[src/common/exec_pkg.sv]
package exec_pkg;

  localparam int xlen = 32;
  localparam int log2_xlen = $clog2(xlen);
  localparam int reg_addr_w = 5;

  typedef enum logic [3:0] {
    alu_add  = 4'd0,
    alu_sub  = 4'd1,
    alu_sll  = 4'd2,
    alu_slt  = 4'd3,
    alu_sltu = 4'd4,
    alu_xor  = 4'd5,
    alu_srl  = 4'd6,
    alu_sra  = 4'd7,
    alu_or   = 4'd8,
    alu_and  = 4'd9
  } alu_op_t;

  // same order as funct3 of the M extension.
  typedef enum logic [2:0] {
    md_mul    = 3'd0,
    md_mulh   = 3'd1,
    md_mulhsu = 3'd2,
    md_mulhu  = 3'd3,
    md_div    = 3'd4,
    md_divu   = 3'd5,
    md_rem    = 3'd6,
    md_remu   = 3'd7
  } muldiv_op_t;

  typedef struct packed {
    logic                  valid;
    logic [xlen-1:0]       pc;
    logic [xlen-1:0]       rdata1;
    logic [xlen-1:0]       rdata2;
    logic [xlen-1:0]       imm;
    logic                  use_imm;     // imm replaces rdata2 at the alu.
    alu_op_t               alu_op;
    logic                  muldiv;
    muldiv_op_t            muldiv_op;
    logic                  lui;
    logic                  auipc;
    logic                  jal;         // jal and jalr.
    logic                  wren;
    logic [reg_addr_w-1:0] waddr;
  } exe_req_t;

  typedef struct packed {
    logic [xlen-1:0] a;
    logic [xlen-1:0] b;
    alu_op_t         alu_op;
  } alu_in_t;

  typedef struct packed {
    logic            enable;
    logic [xlen-1:0] rdata1;
    logic [xlen-1:0] rdata2;
    muldiv_op_t      muldiv_op;
  } muldiv_in_t;

  typedef struct packed {
    logic            ready;
    logic [xlen-1:0] result;
  } muldiv_out_t;

  typedef struct packed {
    logic                  wren;
    logic [reg_addr_w-1:0] waddr;
    logic [xlen-1:0]       wdata;
  } reg_wr_t;

  typedef struct packed {
    exe_req_t req;
    logic     started;  // enable pulse already sent.
  } execute_reg_t;

  localparam exe_req_t init_exe_req = '{
    valid: 1'b0, pc: '0, rdata1: '0, rdata2: '0, imm: '0, use_imm: 1'b0,
    alu_op: alu_add, muldiv: 1'b0, muldiv_op: md_mul, lui: 1'b0,
    auipc: 1'b0, jal: 1'b0, wren: 1'b0, waddr: '0
  };

  localparam execute_reg_t init_execute_reg = '{req: init_exe_req, started: 1'b0};

endpackage

[src/logic/int_alu.sv]
`timescale 1ns/1ps

module int_alu (
  input  exec_pkg::alu_in_t         in,
  output logic [exec_pkg::xlen-1:0] res
);
  import exec_pkg::*;

  logic [log2_xlen-1:0] shamt;

  always_comb begin
    shamt = in.b[log2_xlen-1:0];  // rv32 uses only the low 5 bits.

    case (in.alu_op)
      alu_add: begin
        res = in.a + in.b;
      end
      alu_sub: begin
        res = in.a - in.b;
      end
      alu_sll: begin
        res = in.a << shamt;
      end
      alu_slt: begin
        res = {{(xlen-1){1'b0}}, $signed(in.a) < $signed(in.b)};
      end
      alu_sltu: begin
        res = {{(xlen-1){1'b0}}, in.a < in.b};
      end
      alu_xor: begin
        res = in.a ^ in.b;
      end
      alu_srl: begin
        res = in.a >> shamt;
      end
      alu_sra: begin
        // sign bit fills from the left.
        res = $unsigned($signed(in.a) >>> shamt);
      end
      alu_or: begin
        res = in.a | in.b;
      end
      alu_and: begin
        res = in.a & in.b;
      end
      default: begin
        res = '0;
        assert (!$isunknown(in.alu_op))
          else $error("int_alu: unknown alu_op %b", in.alu_op);
      end
    endcase
  end

endmodule

[src/muldiv/muldiv_unit.sv]
`timescale 1ns/1ps

module muldiv_unit (
  input  logic                  clk,
  input  logic                  rst,
  input  logic                  abort,
  input  exec_pkg::muldiv_in_t  in,
  output exec_pkg::muldiv_out_t out
);
  import exec_pkg::*;

  logic                 busy;
  logic [log2_xlen-1:0] count;
  muldiv_op_t           op;
  logic                 neg_res;
  logic [xlen-1:0]      b_mag;
  logic [2*xlen-1:0]    acc;    // product, or {remainder, quotient}.

  logic                 a_signed;
  logic                 b_signed;
  logic                 a_neg;
  logic                 b_neg;
  logic                 b_zero;
  logic                 neg_in;
  logic [xlen-1:0]      a_in_mag;
  logic [xlen-1:0]      b_in_mag;

  logic [xlen:0]        mul_sum;
  logic [xlen:0]        rem_shift;
  logic [xlen:0]        trial;
  logic [2*xlen-1:0]    acc_next;
  logic [2*xlen-1:0]    prod_fixed;
  logic [xlen-1:0]      quot_fixed;
  logic [xlen-1:0]      rem_fixed;

  // operand magnitudes and result sign, taken at enable.
  always_comb begin
    a_signed = in.muldiv_op inside {md_mul, md_mulh, md_mulhsu, md_div, md_rem};
    b_signed = in.muldiv_op inside {md_mul, md_mulh, md_div, md_rem};
    a_neg = a_signed & in.rdata1[xlen-1];
    b_neg = b_signed & in.rdata2[xlen-1];
    b_zero = (in.rdata2 == '0);
    a_in_mag = a_neg ? -in.rdata1 : in.rdata1;
    b_in_mag = b_neg ? -in.rdata2 : in.rdata2;

    case (in.muldiv_op)
      md_div, md_divu: neg_in = (a_neg ^ b_neg) & ~b_zero;  // x/0 stays all ones.
      md_rem, md_remu: neg_in = a_neg;                      // remainder follows dividend.
      default:         neg_in = a_neg ^ b_neg;
    endcase
  end

  // one shift-and-add or restoring-division step.
  always_comb begin
    mul_sum = {1'b0, acc[2*xlen-1:xlen]} + (acc[0] ? {1'b0, b_mag} : '0);
    rem_shift = acc[2*xlen-1:xlen-1];
    trial = rem_shift - {1'b0, b_mag};

    if (op inside {md_div, md_divu, md_rem, md_remu}) begin
      if (trial[xlen] == 1'b0) begin
        acc_next = {trial[xlen-1:0], acc[xlen-2:0], 1'b1};
      end else begin
        acc_next = {rem_shift[xlen-1:0], acc[xlen-2:0], 1'b0};
      end
    end else begin
      acc_next = {mul_sum, acc[xlen-1:1]};
    end
  end

  // result comes straight off the last step.
  always_comb begin
    prod_fixed = neg_res ? -acc_next : acc_next;
    quot_fixed = neg_res ? -acc_next[xlen-1:0] : acc_next[xlen-1:0];
    rem_fixed = neg_res ? -acc_next[2*xlen-1:xlen] : acc_next[2*xlen-1:xlen];

    case (op)
      md_mul:          out.result = prod_fixed[xlen-1:0];
      md_div, md_divu: out.result = quot_fixed;
      md_rem, md_remu: out.result = rem_fixed;
      default:         out.result = prod_fixed[2*xlen-1:xlen];
    endcase

    out.ready = busy & (count == '1) & ~abort;
  end

  always_ff @(posedge clk) begin
    if (rst == 1'b0) begin
      busy <= 1'b0;
      count <= '0;
    end else if (abort == 1'b1) begin
      busy <= 1'b0;
      count <= '0;
    end else if (in.enable == 1'b1) begin
      busy <= 1'b1;
      count <= '0;
    end else if (busy == 1'b1) begin
      count <= count + 1'b1;   // wraps to zero after the last step.
      if (count == '1) begin
        busy <= 1'b0;
      end
    end
  end

  always_ff @(posedge clk) begin
    if (in.enable == 1'b1) begin
      op <= in.muldiv_op;
      neg_res <= neg_in;
      b_mag <= b_in_mag;
      acc <= {{xlen{1'b0}}, a_in_mag};
    end else if (busy == 1'b1) begin
      acc <= acc_next;
    end
  end

  a_enable_idle: assert property (@(posedge clk) disable iff (rst == 1'b0)
    in.enable |-> !busy);

  a_ready_pulse: assert property (@(posedge clk) disable iff (rst == 1'b0)
    out.ready |=> !out.ready);

endmodule

[src/logic/execute_stage.sv]
`timescale 1ns/1ps

module execute_stage (
  input  logic                     clk,
  input  logic                     rst,
  input  exec_pkg::exe_req_t       req,
  input  logic                     clear,
  output exec_pkg::alu_in_t        alu_in,
  input  logic [exec_pkg::xlen-1:0] alu_res,
  output exec_pkg::muldiv_in_t     muldiv_in,
  input  exec_pkg::muldiv_out_t    muldiv_out,
  output exec_pkg::reg_wr_t        wr,
  output logic                     stall
);
  import exec_pkg::*;

  execute_reg_t r;
  execute_reg_t rin;
  execute_reg_t v;

  always_comb begin

    v = r;

    alu_in.a = r.req.rdata1;
    alu_in.b = r.req.use_imm ? r.req.imm : r.req.rdata2;
    alu_in.alu_op = r.req.alu_op;

    // a single pulse in the first cycle of a muldiv instruction.
    muldiv_in.enable = r.req.valid & r.req.muldiv & ~r.started & ~clear;
    muldiv_in.rdata1 = r.req.rdata1;
    muldiv_in.rdata2 = r.req.rdata2;
    muldiv_in.muldiv_op = r.req.muldiv_op;

    stall = r.req.valid & r.req.muldiv & ~muldiv_out.ready;

    wr.waddr = r.req.waddr;
    if (r.req.auipc == 1'b1) begin
      wr.wdata = r.req.pc + r.req.imm;
    end else if (r.req.lui == 1'b1) begin
      wr.wdata = r.req.imm;
    end else if (r.req.jal == 1'b1) begin
      wr.wdata = r.req.pc + xlen'(4);  // link address.
    end else if (r.req.muldiv == 1'b1) begin
      wr.wdata = muldiv_out.result;
    end else begin
      wr.wdata = alu_res;
    end

    wr.wren = r.req.valid & r.req.wren & (|r.req.waddr) & ~stall & ~clear;

    if (muldiv_in.enable == 1'b1) begin
      v.started = 1'b1;
    end

    // register holds while stalled.
    if (stall == 1'b0) begin
      v.req = req;
      v.started = 1'b0;
    end

    // clear wins over a new request.
    if (clear == 1'b1) begin
      v = init_execute_reg;
    end

    rin = v;

  end

  always_ff @(posedge clk) begin
    if (rst == 1'b0) begin
      r <= init_execute_reg;
    end else begin
      r <= rin;
    end
  end

  a_no_write_in_stall: assert property (@(posedge clk) disable iff (rst == 1'b0)
    !(wr.wren && stall));

endmodule

[src/logic/execute_unit.sv]
`timescale 1ns/1ps

module execute_unit (
  input  logic               clk,
  input  logic               rst,
  input  exec_pkg::exe_req_t req,
  input  logic               clear,
  output exec_pkg::reg_wr_t  wr,
  output logic               stall
);
  import exec_pkg::*;

  alu_in_t         alu_in;
  logic [xlen-1:0] alu_res;
  muldiv_in_t      muldiv_in;
  muldiv_out_t     muldiv_out;

  execute_stage u_stage (
    .clk        (clk),
    .rst        (rst),
    .req        (req),
    .clear      (clear),
    .alu_in     (alu_in),
    .alu_res    (alu_res),
    .muldiv_in  (muldiv_in),
    .muldiv_out (muldiv_out),
    .wr         (wr),
    .stall      (stall)
  );

  int_alu u_alu (
    .in  (alu_in),
    .res (alu_res)
  );

  // a clear also drops any running muldiv operation.
  muldiv_unit u_muldiv (
    .clk   (clk),
    .rst   (rst),
    .abort (clear),
    .in    (muldiv_in),
    .out   (muldiv_out)
  );

endmodule

[config.mk]
export PLATFORM = sky130hd
export DESIGN_NAME = execute_unit
export DESIGN_NICKNAME = d
export VERILOG_FILES = /design/src/common/exec_pkg.sv /design/src/logic/int_alu.sv /design/src/muldiv/muldiv_unit.sv /design/src/logic/execute_stage.sv /design/src/logic/execute_unit.sv
export SDC_FILE = /design/constraint.sdc
export NUM_CORES = 2
export LEC_CHECK = 0
export ABC_AREA = 1
export BUFFER_PORTS_ARGS = -buffer_cell sky130_fd_sc_hd__buf_2
export CAP_MARGIN = 20
export CORE_MARGIN = 2
export CORE_UTILIZATION = 60
export DETAILED_ROUTE_END_ITERATION = 12
export GPL_TIMING_DRIVEN = 0
export PLACE_DENSITY = 0.78
export SYNTH_ARGS = -nofsm -noshare
export SYNTH_HDL_FRONTEND = slang
export SYNTH_HIERARCHICAL = 1
export SYNTH_SLANG_ARGS = --single-unit
[constraint.sdc]
create_clock -name clk -period 9.15 [get_ports clk]
set_input_delay 1.3725 -clock clk [delete_from_list [all_inputs] [get_ports clk]]
set_output_delay 1.3725 -clock clk [all_outputs]
set_load 0.01 [all_outputs]
==> summary.md <==
| Metric | Value |
|---|---|
| CTS Buffer Depth | `3` |
| Commonest cells after routing, fill and taps aside | `nand2_1 (2086), inv_1 (854), nand3_1 (687)` |
| Max-slew violations | `0` |
| Most common cell after layout, fill and taps aside | `nand2_1` |
| Total CTS buffers | `30` |
| Row Count | `89` |
| Core area | `58800 sq um` |
| Slew HR | `0.119` |
| Antenna violations before repair | `20` |
| Critical Path Fanout Max | `11` |
| GRT met3 Usage | `0.315` |
| IO Pins | `189` |
| Area grow syn2layout | `8.74%` |
| Synth top area share | `0.221` |
| Yosys cell types | `73` |
| Post-synth net total | `6745` |
| Post-synth EDFFs | `68` |
| Vias | `46300` |
| CTS sink cnt | `254` |
| Starting Density | `0.604` |
| Dpl hpwl | `139000 microns` |
| Syn_area_per_cell | `5.55 sq um` |
| Synth area leaders | `nand2_1 (22%), dfxtp_1 (10%), nand3_1 (9.7%)` |
| Cts hold-fix bufs | `0` |
| Number of H-tree levels | `1` |
| Nets | `6980` |
| Seq. cell area | `5770 sq um` |
| Mapped cell area | `35500 sq um` |
| Type of origin of the critical path | `flop` |
| Clock root buffer | `clkbuf_16` |
| Multi-input logic area | `24400 sq um` |
| # fillers | `5906` |
| Actual slew at the worst max-slew pin | `1.32 ns` |
| Worst setup path class | `flop to output port` |
| Average vias per placed instance | `6.23` |
| Max frequency | `113 MHz` |
| Power density cells | `120 nW/um^2` |
| Die Wd | `247 microns` |
| Max VDD drop | `0.161 mV` |
| Vias in the first global route | `41000` |
| CTS tree | `built` |
| RSZ-0062 raised after global routing | `false` |
| Period utilisation layout | `0.970` |
| Clock skew | `0.0541 ns` |
| Tot GR Track Use | `0.574` |
| GP Congestion | `1.22` |
| Pleak | `20.3 nW` |
| Wirelength per Cell | `24.0 microns` |
| Port bufs | `188` |
| Largest net degree at the start of global routing | `33` |
| Die height | `247 microns` |
| DRT Pass-1 Iters | `10` |
| First-pass GRT wire length | `259000 microns` |
| Final Cell Area | `38600 sq um` |
| Postcts setup bufs | `0` |
| Crit path DAT | `7.51 ns` |
| Outcome | `finished, final reports clean` |
| Part of the Yosys area used for sequential elements | `0.162` |
| Final worst-path setup slack | `0.272 ns` |
| Yosys warning total | `6` |
| Asr flop ratio synth | `0` |
| Place WS | `1.56 ns` |
| Post-synth top area cell | `nand2_1` |
| Setup TNS | `0 ns` |
| Crit path required time | `7.78 ns` |
| Fin crit period | `8.88 ns` |
| ANT nets after route | `0` |
| CTS clk-pin slew, worst paths | `0.06 ns` |
| Top_reg_cell synth | `dfxtp_1` |
| Worst-Skew Late Latency | `0.65 ns` |
| Hold Crit Class | `flop to flop` |
| Yosys reg bits | `254` |
| Die ar. | `61100 sq um` |
| Core Util, Final | `0.657` |
| Gr busiest metal | `met2` |
| GRT Residual Overflow | `0` |
| Routing usage on met2 | `0.777` |
| DP Area | `37500 sq um` |
| Final setup vio count | `0` |
| Cells after Synth | `6391` |
| Crit end category | `output port` |
| Remaining routing DRC violations | `0` |
| Cts repair resizes | `0` |
| Share of cells above drive strength 1 | `0.0999` |
| Met1 usage | `0.638` |
| Hold Violations, Final | `0` |
| Final WL | `178000 microns` |
| Initial DRC Count | `7756` |
| Maximum capacitance violations | `0` |
==> kinds of logic (layout without fill, tap and decap cells) <==
logic type	count (synthesis)	count (layout)	synth area share
other	0	14	0
adders and majority gates	204	204	0.0730
muxes	2	2	0.000564
and+or+nand+nor	3698	3698	0.442
AOI/OAI and AO/OA	886	886	0.141
buffers and inverters	1228	1486	0.152
xor gates and xnor gates	119	119	0.0294
DFF	254	254	0.162
==> final cells by class <==
cell class	instances	area share
Clock inverter	11	0.00311
Buffer	344	0.0532
Multi-Input combinational cell	4909	0.632
Sequential cell	254	0.149
Inverter	884	0.0862
Tap cell	773	0.0251
Timing Repair Buffer	203	0.0280
Antenna cell	14	0.000908
Clock buffer	44	0.0226
==> layer usage <==
metal / wire (microns) / share of wire / vias to the layer above
li1: - / - / 20900
met1: 59000 / 0.33 / 20500
met2: 67700 / 0.38 / 3753
met3: 30300 / 0.17 / 1191
met4: 20700 / 0.12 / 24
met5: 468 / 0.0026 / -
==> sequential cells by signal, summed over array words and instances, names as in the netlist <==
name and count:
u_stage/r 72, u_muldiv/acc 64, u_stage/alu_in 36, u_stage/muldiv_in 35
u_muldiv/b_mag 32, u_muldiv/count 5, u_stage/wr 5, u_muldiv/op 3
u_muldiv/busy 1, u_muldiv/neg_res 1
==> metrics by stage <==
stage	instances	total power [mW]	hold WS [ns]
detailed placement	7358	3.18	0.457
global route	7428	4.76	0.478
floorplan	6391	2.52	0.444
CTS	7413	4.39	0.466
global placement	7352	3.16	0.452
finish	7436	4.61	0.471
==> critical path, cell delays in order, from the launching register on <==
cell	delay, ns
dfxtp_1	0.33
clkbuf_1	0.72
o21ai_0	0.53
buf_2	0.32
inv_1	0.15
clkbuf_1	0.37
buf_2	0.37
ha_1	0.29
clkbuf_2	0.18
nor2_1	0.42
nand3_1	0.15
nand3_1	0.36
nand2_1	0.10
nand2_1	0.17
xor2_1	0.27
nor2_1	0.07
nor2_1	0.82
nand3_1	0.21
nor2_1	0.14
nor2_1	0.04
o21ai_0	0.18
nand3_1	0.16
o211ai_1	0.13
nand2_1	0.19
buf_2	0.19
==> report_power, final <==
part           internal [mW]  switching (mW)
sequential              1.21           0.102
clock                  0.691           0.545
combinational          0.594            1.48
total                   2.49            2.12
==> path summary, 6_finish.rpt <==
kind	startpoint	endpoint	slack, ns	depth (start not counted)
setup / recovery	u_stage/r[18]$_SDFFE_PP0N_	wr[9]	0.27	24
hold / removal	u_muldiv/count[4]$_SDFFE_PP0P_	u_muldiv/count[4]$_SDFFE_PP0P_	0.47	2
setup reg to reg	u_muldiv/acc[0]$_DFFE_PP_	u_muldiv/acc[63]$_SDFFE_PP0P_	4.37	20
hold reg to reg	u_muldiv/count[4]$_SDFFE_PP0P_	u_muldiv/count[4]$_SDFFE_PP0P_	0.47	2
==> synth_stat cells (all sizes together) (2+ instances only) <==
library cell	count
and3	3
edfxtp	68
o221ai	6
fa	5
o22ai	46
nor3b	3
ha	199
a211oi	54
nand2	2148
a31oi	14
o211ai	38
mux2i	2
o21bai	21
nand3	700
buf	251
nor4	13
dfxtp	186
or3	2
a21o	10
nand4	55
clkinv	4
nor3	81
xnor2	50
a41oi	2
nand3b	22
o21ai	330
nor2	643
xor2	69
or2	13
inv	880
o211a	2
o21a	9
a221oi	5
a21oi	340
a21boi	4
clkbuf	92
and2	14
Note: power is estimated with default switching activity, not from simulation.
